$ cat config.mk
export PLATFORM = sky130hd
export DESIGN_NAME = reduce_top
export DESIGN_NICKNAME = d
export VERILOG_FILES = /design/src/rtl/reduce_flow_pkg.sv /design/src/rtl/reduce_data_pkg.sv /design/src/rtl/reduce_vec_if.sv /design/src/rtl/reduce_top.sv /design/src/rtl/reduce_issue.sv /design/src/rtl/reduce_in_fifo.sv /design/src/rtl/reduce_tree.sv /design/src/rtl/reduce_node.sv /design/src/rtl/adder_var_comb.sv
export VERILOG_INCLUDE_DIRS = /design/src /design/src/rtl
export SDC_FILE = /design/constraint.sdc
export NUM_CORES = 1
export LEC_CHECK = 0
export BUFFER_PORTS_ARGS = -buffer_cell sky130_fd_sc_hd__buf_2
export CAP_MARGIN = 20
export CORE_MARGIN = 3
export CORE_UTILIZATION = 50
export CTS_BUF_LIST = sky130_fd_sc_hd__clkbuf_16
export DETAILED_ROUTE_END_ITERATION = 10
export PLACE_DENSITY = 0.79
export REMOVE_ABC_BUFFERS = 1
export SYNTH_ARGS = -nofsm -noshare
export SYNTH_HDL_FRONTEND = slang
export SYNTH_HIERARCHICAL = 1
export SYNTH_SLANG_ARGS = --single-unit
$ cat constraint.sdc
create_clock -name i_clk -period 11.9 [get_ports i_clk]
set_clock_uncertainty 0.1 [all_clocks]
set_input_delay 1.19 -clock i_clk [delete_from_list [all_inputs] [get_ports i_clk]]
set_output_delay 1.19 -clock i_clk [all_outputs]
set_load 0.03 [all_outputs]
$ cat src/rtl/reduce_consts.svh
`ifndef REDUCE_CONSTS_SVH
`define REDUCE_CONSTS_SVH

// lanes per input vector
`define REDUCE_LANES 8

// width of one lane
`define REDUCE_LANE_W 16

// levels in the binary adder tree
`define REDUCE_TREE_DEPTH 3

// each tree level grows the sum by one bit
`define REDUCE_SUM_W (`REDUCE_LANE_W + `REDUCE_TREE_DEPTH)

// input buffer slots, also the upstream credits after reset
`define REDUCE_FIFO_DEPTH 4

// result credits held after reset
`define REDUCE_OUT_CREDITS 2

`endif
$ cat src/rtl/reduce_flow_pkg.sv
`default_nettype none

package reduce_flow_pkg;

    // what a tree node does with its operand pair
    typedef enum logic [1:0]
    {
        NODE_ADD   = 2'b00,
        NODE_FWD_A = 2'b01,
        NODE_FWD_B = 2'b10,
        NODE_IDLE  = 2'b11
    } node_op_e;

    // result credit counter
    typedef logic [2:0] credit_t;

    // opcode from the two operand valids
    function automatic node_op_e node_op_decode(input logic valid_a, input logic valid_b);
        case ({valid_a, valid_b})
            2'b11:   return NODE_ADD;
            2'b10:   return NODE_FWD_A;
            2'b01:   return NODE_FWD_B;
            default: return NODE_IDLE;
        endcase
    endfunction

endpackage

`default_nettype wire

$ cat src/rtl/reduce_data_pkg.sv
`default_nettype none

`include "reduce_consts.svh"

package reduce_data_pkg;

    // one lane of a vector
    typedef logic [`REDUCE_LANE_W-1:0] lane_t;

    // all lanes, lane 0 in the low bits
    typedef lane_t [`REDUCE_LANES-1:0] lane_vec_t;

    // one valid bit per lane
    typedef logic [`REDUCE_LANES-1:0] lane_mask_t;

    // reduced sum, wide enough for all lanes at full scale
    typedef logic [`REDUCE_SUM_W-1:0] sum_t;

endpackage

`default_nettype wire

$ cat src/rtl/reduce_vec_if.sv
`timescale 1ns/100ps
`default_nettype none

// head of the input buffer, as seen by the issue stage
interface reduce_vec_if;
    import reduce_data_pkg::*;

    logic       empty;
    lane_mask_t mask;
    lane_vec_t  data;
    // consumes the head entry when empty is low
    logic       pop;

    modport fifo  (output empty, output mask, output data, input pop);
    modport issue (input empty, input mask, input data, output pop);

endinterface

`default_nettype wire

$ cat src/rtl/reduce_top.sv
`timescale 1ns/100ps
`default_nettype none

`include "reduce_consts.svh"

// credited lane reduction, buffer then issue then adder tree
module reduce_top
(
    input  wire logic                       i_clk,
    input  wire logic                       i_reset,
    // upstream, credited
    input  wire logic                       i_valid,
    input  wire reduce_data_pkg::lane_mask_t i_lane_mask,
    input  wire reduce_data_pkg::lane_vec_t  i_lane_data,
    output logic                            o_in_credit,
    // downstream, credited
    input  wire logic                       i_out_credit,
    output logic                            o_valid,
    output reduce_data_pkg::sum_t           o_sum
);
    import reduce_data_pkg::*;

    reduce_vec_if vec_bus ();

    // issue to tree
    lane_mask_t tree_valid;
    lane_vec_t  tree_data;

    reduce_in_fifo u_in_fifo
    (
        .i_clk       (i_clk),
        .i_reset     (i_reset),
        .i_valid     (i_valid),
        .i_lane_mask (i_lane_mask),
        .i_lane_data (i_lane_data),
        .o_in_credit (o_in_credit),
        .vec         (vec_bus.fifo)
    );

    reduce_issue u_issue
    (
        .i_clk        (i_clk),
        .i_reset      (i_reset),
        .i_out_credit (i_out_credit),
        .vec          (vec_bus.issue),
        .o_tree_valid (tree_valid),
        .o_tree_data  (tree_data)
    );

    reduce_tree #(.DATA_WIDTH(`REDUCE_LANE_W)) u_tree
    (
        .i_clk   (i_clk),
        .i_reset (i_reset),
        .i_valid (tree_valid),
        .i_data  (tree_data),
        .o_valid (o_valid),
        .o_sum   (o_sum)
    );

endmodule

`default_nettype wire

$ cat src/rtl/reduce_issue.sv
`timescale 1ns/100ps
`default_nettype none

`include "reduce_consts.svh"

// result credit tracking, pops the buffer into the tree
module reduce_issue
(
    input  wire logic                     i_clk,
    input  wire logic                     i_reset,
    input  wire logic                     i_out_credit,
    reduce_vec_if.issue                   vec,
    output reduce_data_pkg::lane_mask_t   o_tree_valid,
    output reduce_data_pkg::lane_vec_t    o_tree_data
);
    import reduce_flow_pkg::*;

    credit_t credits;
    logic    mask_nonzero;
    logic    credit_held;
    logic    pop_fire;
    logic    reserve;

    assign mask_nonzero = |vec.mask;
    assign credit_held  = (credits != '0);

    // empty masks need no result slot
    assign pop_fire = ~vec.empty & (credit_held | ~mask_nonzero);
    assign reserve  = pop_fire & mask_nonzero;
    assign vec.pop  = pop_fire;

    ////////////////////////////////////////
    // result credits
    ////////////////////////////////////////
    always_ff @(posedge i_clk)
    begin
        if (i_reset)
            credits <= credit_t'(`REDUCE_OUT_CREDITS);
        else
            // reserve and return may land in the same cycle
            credits <= credits - credit_t'(reserve) + credit_t'(i_out_credit);
    end

    // mask only reaches the tree on a pop
    assign o_tree_valid = pop_fire ? vec.mask : '0;
    assign o_tree_data  = vec.data;

endmodule

`default_nettype wire

$ cat src/rtl/reduce_in_fifo.sv
`timescale 1ns/100ps
`default_nettype none

`include "reduce_consts.svh"

// input buffer, one upstream credit per slot
module reduce_in_fifo
(
    input  wire logic                       i_clk,
    input  wire logic                       i_reset,
    input  wire logic                       i_valid,
    input  wire reduce_data_pkg::lane_mask_t i_lane_mask,
    input  wire reduce_data_pkg::lane_vec_t  i_lane_data,
    output logic                            o_in_credit,
    reduce_vec_if.fifo                      vec
);
    import reduce_data_pkg::*;

    localparam int PTR_W = $clog2(`REDUCE_FIFO_DEPTH);

    // extra msb tells full from empty
    logic [PTR_W:0] wr_ptr;
    logic [PTR_W:0] rd_ptr;
    logic           pop_fire;

    lane_mask_t mask_mem [`REDUCE_FIFO_DEPTH];
    lane_vec_t  data_mem [`REDUCE_FIFO_DEPTH];

    assign pop_fire  = vec.pop & ~vec.empty;
    assign vec.empty = (wr_ptr == rd_ptr);

    // head entry
    assign vec.mask = mask_mem[rd_ptr[PTR_W-1:0]];
    assign vec.data = data_mem[rd_ptr[PTR_W-1:0]];

    ////////////////////////////////////////
    // pointers and credit return
    ////////////////////////////////////////
    always_ff @(posedge i_clk)
    begin
        if (i_reset)
        begin
            wr_ptr      <= '0;
            rd_ptr      <= '0;
            o_in_credit <= 1'b0;
        end
        else
        begin
            // upstream only sends against a credit, so a write always has room
            if (i_valid)
                wr_ptr <= wr_ptr + 1'b1;
            if (pop_fire)
                rd_ptr <= rd_ptr + 1'b1;
            // freed slot goes back to upstream next cycle
            o_in_credit <= pop_fire;
        end
    end

    // storage
    always_ff @(posedge i_clk)
    begin
        if (i_valid)
        begin
            mask_mem[wr_ptr[PTR_W-1:0]] <= i_lane_mask;
            data_mem[wr_ptr[PTR_W-1:0]] <= i_lane_data;
        end
    end

endmodule

`default_nettype wire

$ cat src/rtl/reduce_tree.sv
`timescale 1ns/100ps
`default_nettype none

`include "reduce_consts.svh"

// three level tree, 8 lanes down to one sum, one cycle per level
module reduce_tree
#(
    parameter DATA_WIDTH = `REDUCE_LANE_W
)
(
    input  wire logic                       i_clk,
    input  wire logic                       i_reset,
    input  wire reduce_data_pkg::lane_mask_t i_valid,
    input  wire reduce_data_pkg::lane_vec_t  i_data,
    output logic                            o_valid,
    output reduce_data_pkg::sum_t           o_sum
);

    // level outputs, one bit wider per level
    logic [3:0]          l1_valid;
    logic [DATA_WIDTH:0] l1_data [4];
    logic [1:0]          l2_valid;
    logic [DATA_WIDTH+1:0] l2_data [2];

    ////////////////////////////////////////
    // level 1, adjacent lane pairs
    ////////////////////////////////////////
    for (genvar g = 0; g < 4; g++)
    begin : g_l1
        reduce_node #(.DATA_WIDTH(DATA_WIDTH)) u_node
        (
            .i_clk     (i_clk),
            .i_reset   (i_reset),
            .i_valid_a (i_valid[2*g+1]),
            .i_valid_b (i_valid[2*g]),
            .i_data_a  (i_data[2*g+1]),
            .i_data_b  (i_data[2*g]),
            .o_valid   (l1_valid[g]),
            .o_data    (l1_data[g])
        );
    end

    ////////////////////////////////////////
    // level 2, pairs of level 1 sums
    ////////////////////////////////////////
    for (genvar g = 0; g < 2; g++)
    begin : g_l2
        reduce_node #(.DATA_WIDTH(DATA_WIDTH+1)) u_node
        (
            .i_clk     (i_clk),
            .i_reset   (i_reset),
            .i_valid_a (l1_valid[2*g+1]),
            .i_valid_b (l1_valid[2*g]),
            .i_data_a  (l1_data[2*g+1]),
            .i_data_b  (l1_data[2*g]),
            .o_valid   (l2_valid[g]),
            .o_data    (l2_data[g])
        );
    end

    // root, its output is the vector sum
    reduce_node #(.DATA_WIDTH(DATA_WIDTH+2)) u_root
    (
        .i_clk     (i_clk),
        .i_reset   (i_reset),
        .i_valid_a (l2_valid[1]),
        .i_valid_b (l2_valid[0]),
        .i_data_a  (l2_data[1]),
        .i_data_b  (l2_data[0]),
        .o_valid   (o_valid),
        .o_data    (o_sum)
    );

endmodule

`default_nettype wire

$ cat src/rtl/reduce_node.sv
`timescale 1ns/100ps
`default_nettype none

// one registered node of the adder tree
module reduce_node
#(
    parameter DATA_WIDTH = 16
)
(
    input  wire logic                  i_clk,
    input  wire logic                  i_reset,
    input  wire logic                  i_valid_a,
    input  wire logic                  i_valid_b,
    input  wire logic [DATA_WIDTH-1:0] i_data_a,
    input  wire logic [DATA_WIDTH-1:0] i_data_b,
    output logic                       o_valid,
    output logic [DATA_WIDTH:0]        o_data
);
    import reduce_flow_pkg::*;

    node_op_e            node_op;
    logic                add_valid;
    logic [DATA_WIDTH:0] add_data;

    assign node_op = node_op_decode(i_valid_a, i_valid_b);

    // adder only runs when both sides carry a lane
    adder_var_comb #(.DATA_WIDTH(DATA_WIDTH)) u_adder
    (
        .i_valid    ({i_valid_a, i_valid_b}),
        .i_data_bus ({i_data_a, i_data_b}),
        .i_en       (node_op == NODE_ADD),
        .o_valid    (add_valid),
        .o_data_bus (add_data)
    );

    // any valid operand gives a valid result
    always_ff @(posedge i_clk)
    begin
        if (i_reset)
            o_valid <= 1'b0;
        else
            o_valid <= add_valid | (node_op == NODE_FWD_A) | (node_op == NODE_FWD_B);
    end

    always_ff @(posedge i_clk)
    begin
        case (node_op)
            NODE_ADD:   o_data <= add_data;
            // lone operand passes through, zero extended
            NODE_FWD_A: o_data <= {1'b0, i_data_a};
            NODE_FWD_B: o_data <= {1'b0, i_data_b};
            // idle keeps the last value
            default:    o_data <= o_data;
        endcase
    end

endmodule

`default_nettype wire

$ cat src/rtl/adder_var_comb.sv
`timescale 1ns/100ps
`default_nettype none

////////////////////////////////////////
// two operand adder, combinational
// data_a in the upper half of the bus, data_b in the lower half
// sum is one bit wider than an operand
////////////////////////////////////////
module adder_var_comb
#(
    parameter DATA_WIDTH = 16
)
(
    // bit 1 qualifies data_a, bit 0 qualifies data_b
    input  wire logic [1:0]            i_valid,
    input  wire logic [2*DATA_WIDTH-1:0] i_data_bus,
    input  wire logic                  i_en,
    output logic                       o_valid,
    output logic [DATA_WIDTH:0]        o_data_bus
);

    logic calc_en;

    // both operands present and enabled
    assign calc_en = i_valid[0] & i_valid[1] & i_en;

    always_comb
    begin
        if (calc_en)
        begin
            o_data_bus = i_data_bus[DATA_WIDTH +: DATA_WIDTH] + i_data_bus[0 +: DATA_WIDTH];
            o_valid    = 1'b1;
        end
        else
        begin
            // data is don't care without valid
            o_data_bus = {(DATA_WIDTH+1){1'bx}};
            o_valid    = 1'b0;
        end
    end

endmodule

`default_nettype wire

# [Word level (Yosys, flattened, before mapping)]
# Memories as Yosys holds them, arrays and structs flattened. A register that Yosys moved wholly into a read port is not among the register bits.
# Index checks and enable logic that the tools add are counted.
[totals] output_inout_bits=21 memories=2 inputBits=140 regBits=140 ramBits=544 word_cells=152
[mem_list] name="u_in_fifo.data_mem" depth=4 word_bits=128 read_ports=1 rd_ports_with_merged_regs=1 write_ports=1 line_no="reduce_in_fifo.sv:27" rtl="lane_vec_t data_mem [`REDUCE_FIFO_DEPTH];"
[mem_list] name="u_in_fifo.mask_mem" depth=4 word_bits=8 read_ports=1 rd_ports_with_merged_regs=1 write_ports=1 line_no="reduce_in_fifo.sv:26" rtl="lane_mask_t mask_mem [`REDUCE_FIFO_DEPTH];"
[op_classes] n_reduce_logical=16 muxes=35 bitwise_logic=34 n_eq_ne=36 addsub=11
[op_table] cell="one-hot mux 17 bit (3 select lines)" n=4
[op_table] cell="one-hot mux 18 bit (3 select lines)" n=2
[op_table] cell="adder 16 x 16 -> 17 bit" n=4
[op_table] cell="2-to-1 mux 17 bit" n=4
[op_table] cell="one-hot mux 19 bit (3 select lines)" n=1
[op_table] cell="== test 2 bit, second input constant" n=21
[op_table] cell="one-hot mux 2 bit (3 select lines)" n=7
[op_table] cell="adder 17 x 17 -> 18 bit" n=2
[op_table] cell="2-to-1 mux 18 bit" n=2
[op_table] cell="== test 2 x 1 -> 1 bit, second input constant" n=14
[op_table] cell="nonzero test 3 bit" n=8
[op_table] cell="adder 18 x 18 -> 19 bit" n=1
[op_table] cell="2-to-1 mux 19 bit" n=1
[op_table] cell="AND 1 bit" n=17
[op_table] cell="OR 1 bit" n=15
[op_table] cell="logical NOT 2 bit" n=7
[op_table] cell="2-to-1 mux 1 bit" n=9
[op_table] cell="2-to-1 mux 2 bit" n=4
[op_table] cell="2-to-1 mux 8 bit" n=1
[op_table] cell="OR reduction 8 bit" n=1
[op_table] cell="adder 3 x 1 -> 3 bit, second input constant" n=2
[op_table] cell="adder 3 x 1 -> 3 bit" n=1
[op_table] cell="== test 3 bit" n=1
[op_table] cell="subtractor 3 x 1 -> 3 bit" n=1
[op_table] cell="inverter 1 bit" n=2

# [Longest topological paths before layout]
# Gate-level depths: netlist of run 1.
[depth] ltp_word=12 depth_mapped=14 depth_no_buf=12

# [Hierarchy]
# The synthesis of run 1 kept the hierarchy.
[modules_own_cells] module="reduce_in_fifo" cells_per_inst=765 n_inst=1 seq_area_each_um2=16515.8 area_per_inst_um2=20080.5
[modules_own_cells] module="reduce_node (u_tree.g_l1[0].u_node ...)" cells_per_inst=84 n_inst=4 seq_area_each_um2=530.5 area_per_inst_um2=1032.2
[modules_own_cells] module="adder_var_comb (u_tree.g_l1[0].u_node.u_adder ...)" cells_per_inst=111 n_inst=4 seq_area_each_um2=0.0 area_per_inst_um2=862.1
[modules_own_cells] module="reduce_node (u_tree.g_l2[0].u_node ...)" cells_per_inst=88 n_inst=2 seq_area_each_um2=560.5 area_per_inst_um2=1078.5
[modules_own_cells] module="adder_var_comb (u_tree.g_l2[0].u_node.u_adder ...)" cells_per_inst=130 n_inst=2 seq_area_each_um2=0.0 area_per_inst_um2=887.1
[modules_own_cells] module="reduce_issue" cells_per_inst=158 n_inst=1 seq_area_each_um2=60.1 area_per_inst_um2=1224.9
[modules_own_cells] module="reduce_node (u_tree.u_root)" cells_per_inst=92 n_inst=1 seq_area_each_um2=590.6 area_per_inst_um2=1131.1
[modules_own_cells] module="adder_var_comb (u_tree.u_root.u_adder)" cells_per_inst=116 n_inst=1 seq_area_each_um2=0.0 area_per_inst_um2=895.9

# [Worst setup path after synthesis of run 1]
# OpenSTA, ideal clock, no wires.
[synth_path] kind="input to register" startpoint="input i_valid" endpoint="memory u_in_fifo/data_mem[3][0] in the netlist's numbering, enable pin" setup_time_ps=512 n_path_buf=0 t_required_ps=11288 setup_slack_ps=6956 t_arrival_ps=4332 stages=1 cell_sequence="and2_1"
[synth_via] elab_chain_cells=2
[synth_lines] element="start, declared" line_no="reduce_top.sv:12" rtl="input wire logic i_valid,"
[synth_lines] element="2-to-1 mux 1 bit" line_no="reduce_in_fifo.sv:62" rtl="if (i_valid)"
[synth_lines] element="2-to-1 mux 1 bit (not written as such)" line_no="reduce_in_fifo.sv:65" rtl="data_mem[wr_ptr[PTR_W-1:0]] <= i_lane_data;"
[synth_lines] element="end, declared" line_no="reduce_in_fifo.sv:27"
# No other way between the ends.

==> results of run 1 <==
-- state kept, by name (all words and copies together) (netlist names), named ones only --
signal / cells
u_in_fifo/data_mem: 512
u_issue/credits: 3
u_in_fifo/mask_mem: 32
u_tree/u_root/o_valid: 1
u_in_fifo/o_in_credit: 1
u_tree/g_l2.u_node/o_valid: 2
u_in_fifo/rd_ptr: 3
u_tree/g_l1.u_node/o_data: 68
u_tree/u_root/o_data: 19
u_in_fifo/wr_ptr: 3
u_tree/g_l2.u_node/o_data: 36
u_tree/g_l1.u_node/o_valid: 4
-- path summary, 6_finish.rpt --
path / from / end / slack [ns] / depth (start not counted)
max: register / u_tree/g_l1[3].u_node/o_data[16]$_DFFE_PP_ / 7.21 / 10
min: u_in_fifo/wr_ptr[2]$_SDFFE_PP0P_ / u_in_fifo/wr_ptr[2]$_SDFFE_PP0P_ / 0.47 / 2
max reg2reg: register / u_tree/g_l1[3].u_node/o_data[16]$_DFFE_PP_ / 7.21 / 10
min reg2reg: u_in_fifo/wr_ptr[2]$_SDFFE_PP0P_ / u_in_fifo/wr_ptr[2]$_SDFFE_PP0P_ / 0.47 / 2
-- final cells by class --
class,count,area share
Antenna cell,12,0.000806
Clock buffer,71,0.0477
Clock inverter,50,0.00809
Inverter,61,0.00614
Multi-Input combinational cell,1349,0.330
Sequential cell,686,0.548
Tap cell,931,0.0313
Timing Repair Buffer,179,0.0285
-- per-layer routing --
| metal | up-vias | wire, um |
|---|---|---|
| li1 | 9075 | - |
| met1 | 9845 | 30100 |
| met2 | 636 | 34500 |
| met3 | 139 | 4530 |
| met4 | 18 | 1650 |
| met5 | - | 109 |
-- kinds of logic (layout without fill, tap and decap cells) --
logic type	count (synthesis)	count (layout)
adder cells (fa/ha/maj)	159	159
multiplexers	141	141
buffers and inverters	312	361
AND/OR/NAND/NOR	414	414
other	0	12
XOR/XNOR	87	87
flip-flops	686	686
AO/OA/AOI/OAI	548	548
-- stage by stage --
stage	std cells	hold slack (ns)
2_1_floorplan	2096	0.403
5_1_grt	3330	0.509
4_1_cts	3323	0.468
3_5_place_dp	3202	0.457
6_report	3339	0.466
3_3_place_gp	3200	0.440
-- worst register-to-register path, cell delays in order (launching register included) --
cell,delay (ns)
dfxtp_4,0.84
buf_4,0.89
mux4_2,0.66
ha_1,0.27
fa_1,0.42
a21o_1,0.23
a221oi_2,0.44
o21ai_2,0.17
a21oi_2,0.19
o21ai_0,0.10
nor2b_1,0.13
-- where the power goes --
group	total (mW)	internal, mW	switching (mW)
clock network	1.99	1.12	0.865
registers	3.60	3.33	0.278
logic	5.52	2.25	3.28
total	11.1	6.70	4.42
-- layout by cell type (no fill, tap or decap), types with 9 or more instances in the layout --
cell type,synthesis,routed
nor2_1,168,168
a22oi_2,63,63
ha_1,151,151
o211ai_1,18,18
nor3_1,14,14
a22oi_1,53,53
dfxtp_1,19,17
xor2_1,39,39
buf_2,45,160
nor3_2,9,9
a41oi_1,9,9
clkbuf_16,0,71
and2_1,20,16
and3_1,26,26
xnor2_1,48,48
a21oi_2,74,74
clkinv_2,0,10
nand2b_1,13,13
mux4_2,136,136
nand3_1,31,31
a21o_1,48,48
nor4_1,15,15
nand4_1,13,13
clkinv_1,0,11
a211oi_1,20,20
edfxtp_1,667,667
o21ai_0,44,44
nor2b_1,23,23
buf_4,156,13
nand2_1,51,51
inv_1,61,81
diode_2,0,12
a21oi_1,133,133
==> results.md, run 1 <==
- PwrDens: 298 mW/mm2
- Nets: 2644
- CTS Hold Bufs: 0
- GRT busiest layer: met2
- Post-route ant nets: 0
- Setup-failing EPs final: 0
- Slowest cell on crit path: buf_4
- Main combinational cell family by area after synthesis: compound AO/OA/AOI/OAI gates
- Wire per inst: 21.2 um
- P&R area growth vs syn: 6.98%
- First drt pass iteration count: 5
- Synth Area in Simple Gates: 0.0600
- Die W: 270 um
- Synth Area in XOR/XNOR: 0.0219
- GR Layer Usage met2: 0.318
- I/O Buffers: 160
- Number of synthesized flops with an enable pin: 667
- Overall power: 11.1 mW
- PnR worst setup slack: 7.21 ns
- Hold crit path type: register to register
- Ys async rst share: 0
- Largest net degree at the start of global routing: 62
- TNS Setup: 0 ns
- CP Max Fanout: just under 50
- Buf+Inv Stages, Crit Path: 1
- Critical path class: register to register
- Most common cell in the synthesized netlist: edfxtp_1
- Worst Path Required: around 12 ns
- Global-route wire length before repair: about 110 mm
- Post-DP HPWL: 47.7 mm
- Setup bufs post-CTS: 0
- Synth area leaders: edfxtp_1, mux4_2, ha_1
- Worst EP arrival: between 4 and 5 ns
- Register area: 0.0204 mm2
- Layout cell share with drive strength beyond 1: 0.250
- CP top delay family: compound AO/OA/AOI/OAI gates
- Compound-Gate Fraction of Synth Area: 0.122
- Fillers: 5369
- CP max stage delay: 0.86 ns
- Place WS: 7.00 ns
- Library cells used by synthesis: 73
- Std cell rows: 96
- Status: finished, final reports clean
- Slew headroom: 0.330
- Grt met3 use: 0.0384
- Post-cts sizing count: 0
- Critical Path Start Type: register
- Initial antenna violation count: 18
- Max Cap Viol: 0
- Post-route DRC: 0
- Core area: 0.0688 mm2
- Peak supply drop: 0.146 mV
- Ys flop type: edfxtp_1
- Avg Cell Area, Syn: 14.8 um2
- Synth top area share: 0.575
- Synth Warn #: 6
- Post-Synth Adder-Cell Area: 0.0588
- Mapped cell area: 0.0348 mm2
- Vias in the first global route: 19800
- Multi-input logic area: 0.0123 mm2
- Final Wtd Congestion: just under 0.9
- Global-route track usage on met1: 0.260
- Post-Synthesis Cells: 2347
- CP Cell Sequence: buf_4 > mux4_2 > ha_1 > fa_1 > a21o_1 > a221oi_2 > o21ai_2 > a21oi_2 > o21ai_0 > nor2b_1
- Die Height: approximately 270 um
- Clock Latency Late Sink: 0.60 ns
- Cell taking the most area after synthesis: edfxtp_1
- Clk slew on worst S/H paths: 0.06 ns
- Max-slew violations: 0
- Die ar.: 0.0729 mm2
- Clock Path Buffers: 3
- Tcrit/Tclk final: 0.395
- #FFs+latches synth: 686
- Final Hold Vio Count: 0
- Drt total wl: slightly above 70 mm
- Routed vias: 19700
- RSZ-0062 raised after global routing: false
- Dpl cell area: 0.0351 mm2
- Worst-Margin Slew: 1.01 ns
- Starting Density: 0.506
- CTS Buf Count: 68
- Sequential share of the synthesized area: 0.586
- CTS sink cnt: 686
- Via density: 5.90
- Synth cell count leaders: edfxtp_1, nor2_1, buf_4
- P_leak: 12.9 nW
- FMAX: 0.213 GHz
- Gr ovfl total: 0
- Mux contribution to synthesized area: 0.0895
- Final core occ: 0.542
- Initial DRC Count: 1791
- All-Layer GR Usage: 0.193
- Crit. End Element: register
- Design Area, Final: 0.0373 mm2
- # H-tree levels: 3
- # IOs: roughly 160
- CTS tree: yes
- Tmin final: ~4.7 ns
- Root buf cell: clkbuf_16
No activity file was read; power rests on OpenSTA's default activity.
==> run 2, diff against run 1 <==
==> constraint.sdc (replaced) <==
create_clock -name i_clk -period 4.8 [get_ports i_clk]
set_clock_uncertainty 0.1 [all_clocks]
set_input_delay 0.48 -clock i_clk [delete_from_list [all_inputs] [get_ports i_clk]]
set_output_delay 0.48 -clock i_clk [all_outputs]
set_load 0.03 [all_outputs]
==> run 2 against run 1 <==
Effect of this change:
- via count rose by 4.3%
- total power rose to 2.6 times the previous value
- cell area grew 4.6%
- core utilization is 2.5 points higher
- sequential power is 150% higher
- highest routed layer unchanged
- critical path type unchanged
- sequential cell count stayed put
- setup slack lost 6.3 ns
- wire length grew 4.8%
- non-clock buffer count up 142
==> results.md, run 2 (synthesis gave the netlist of run 1 again) <==
- Largest net degree at the start of global routing: 73 (was 62)
- Gr ovfl total: 0 (unchanged)
- Routed vias: 20600 (was 19700)
- CP Max Fanout: 29 (was 49)
- Initial DRC Count: 1819 (was 1791)
- P_leak: 13.6 nW (was 12.9 nW)
- Critical R2R Capture: u_tree/g_l1[3].u_node/o_data[10]$_DFFE_PP_ (was u_tree/g_l1[3].u_node/o_data[16]$_DFFE_PP_)
- Tmin final: 3.89 ns (was 4.69 ns)
- Final Hold Vio Count: 0 (unchanged)
- Max-slew violations: 0 (unchanged)
- All-Layer GR Usage: 0.203 (was 0.193)
- I/O Buffers: 160 (unchanged)
- Die W: 270 um (unchanged)
- Tcrit/Tclk final: 0.809 (was 0.395)
- # H-tree levels: 3 (unchanged)
- Root buf cell: clkbuf_16 (unchanged)
- Hold crit path type: primary input to register (was register to register)
- Initial antenna violation count: 10 (was 18)
- Die Height: 270 um (unchanged)
- Drt total wl: 74.2 mm (was 70.9 mm)
- # IOs: 161 (unchanged)
- Most frequent cells in the layout: edfxtp_1, nor2_1, buf_2 (unchanged)
- Overall power: 28.4 mW (was 11.1 mW)
- Via density: 5.90 (about the same)
- PwrDens: 728 mW/mm2 (was 298 mW/mm2)
- Post-DP HPWL: 49.6 mm (was 47.7 mm)
- CTS sink cnt: 686 (unchanged)
- R2R Setup Slk: 0.91 ns (was 7.21 ns)
- Clock Latency Late Sink: 0.60 ns (about the same)
- Peak supply drop: 0.304 mV (was 0.146 mV)
- Die ar.: 0.0729 mm2 (unchanged)
- Vias in the first global route: 21200 (was 19800)
- Max Cap Viol: 0 (unchanged)
- Worst-Margin Slew: 1.02 ns (was 1.01 ns)
- FMAX: 0.257 GHz (was 0.213 GHz)
- Worst EP arrival: 4.12 ns (was 4.93 ns)
- Worst Path Required: 5.03 ns (was 12.13 ns)
- Commonest non-fill, non-tap cell in the layout: edfxtp_1 (unchanged)
- Core area: 0.0688 mm2 (unchanged)
- Starting Density: 0.506 (unchanged)
- Final core occ: 0.566 (was 0.542)
- Setup bufs post-CTS: 0 (unchanged)
- Worst r2r path cells: 11 (was 10)
- Post-route DRC: 0 (unchanged)
- Critical Path Start Type: register (unchanged)
- Slew headroom: 0.319 (was 0.330)
- First drt pass iteration count: 5 (unchanged)
- Status: finished, final reports clean (unchanged)
- Hold path depth: 1 (was 2)
- Fillers: 5239 (was 5369)
- Setup-failing EPs final: 0 (unchanged)
- Global-route wire length before repair: 118 mm (was 112 mm)
- Layout cell share with drive strength beyond 1: 0.247 (was 0.250)
- Clk slew on worst S/H paths: 0.06 ns (about the same)
- Clock Path Buffers: 3 (unchanged)
- CTS tree: yes (unchanged)
- Largest register FFs: 512 (unchanged)
- Std cell rows: 96 (unchanged)
- Hold_sp: i_lane_data[108] (was u_in_fifo/wr_ptr[2]$_SDFFE_PP0P_)
- Wire per inst: 21.3 um (was 21.2 um)
- Critical path class: register to register (unchanged)
- Final Wtd Congestion: 0.871 (was 0.886)
- P&R area growth vs syn: 11.9% (was 6.98%)
- CTS Buf Count: 71 (was 68)
- Nets: 2789 (was 2644)
- Worst hold endpoint: u_in_fifo/data_mem[1][108]$_DFFE_PP_ (was u_in_fifo/wr_ptr[2]$_SDFFE_PP0P_)
- Crit. End Element: register (unchanged)
- Hold Slack: 0.0284 ns (was 0.466 ns)
- RSZ-0062 raised after global routing: false (unchanged)
- Post-route ant nets: 0 (unchanged)
-- run 2: changes by cell type in the layout (fill, tap and decap cells not counted), sizes merged, moves of 2 or more --
| cell | previous run | this run |
|---|---|---|
| dlygate4sd3 | 0 | 129 |
| clkbuf | 71 | 73 |
| clkinvlp | 1 | 7 |
| bufinv | 2 | 9 |
| buf | 179 | 192 |
| inv | 83 | 74 |
| diode | 12 | 7 |
-- run 2: critical path, cell delays in order, from the launching register on --
cell and delay (ns):
dfxtp_4 0.57, buf_12 0.30, mux4_2 0.57, ha_1 0.26, fa_1 0.41, a21o_1 0.23, a221oi_2 0.49, o21bai_2 0.17
nor4_1 0.25, a211oi_1 0.10, nor2_1 0.10, a21oi_1 0.05
-- run 2: area by class of cell --
type	instances	area (um2)	area share
Antenna cell	7	17.5	0.000449
Tap cell	931	1160	0.0299
Timing Repair Buffer	321	2510	0.0645
Clock inverter	55	524	0.0134
Inverter	61	229	0.00587
Sequential cell	686	20400	0.524
Multi-Input combinational cell	1349	12300	0.315
Clock buffer	73	1830	0.0469
-- run 2: routing by layer --
metal	vias to the layer above	GRT usage	routed length [um]
met5	-	0	34
met4	6	0.0570	1380
met3	113	0.0315	4290
met2	708	0.339	36600
met1	10400	0.279	31900
li1	9365	-	-
-- run 2: worst max-delay path by stage --
stage | start | cells after the start | slack, ns | end
final | register | 11 | 0.91 | u_tree/g_l1[3].u_node/o_data[10]$_DFFE_PP_
after global routing | register | 11 | 0.70 | u_tree/g_l1[3].u_node/o_data[10]$_DFFE_PP_
after CTS | register | 11 | 0.88 | u_tree/g_l1[3].u_node/o_data[10]$_DFFE_PP_
after detailed placement | register | 11 | 0.95 | u_tree/g_l1[0].u_node/o_data[10]$_DFFE_PP_
after global placement | register | 11 | 1.03 | u_tree/g_l1[3].u_node/o_data[12]$_DFFE_PP_
after floorplan | register | 9 | -3.59 | u_tree/g_l1[0].u_node/o_data[16]$_DFFE_PP_
-- run 2: stage by stage --
stage               cells  setup WS [ns]  TNS, ns  cell area [um2]
floorplan            2096          -3.59  -448.22            32900
global placement     3215           1.03        0            35200
detailed placement   3216          0.953        0            35300
CTS                  3473          0.880        0            38900
global route         3482          0.695        0            39000
finish               3483          0.915        0            39000
-- run 2: power by group --
| part | internal, mW | total [mW] | switching [mW] |
|---|---|---|---|
| Combinational | 5.64 | 14.0 | 8.35 |
| Sequential | 8.24 | 8.89 | 0.643 |
| Clock | 3.26 | 5.50 | 2.24 |
-- run 2: what timing repair did --
| action | CTS | global route |
|---|---|---|
| endpoints found under the hold margin | 514 | 0 |
| hold buffers | 129 | 0 |
| resized for setup | 0 | 0 |
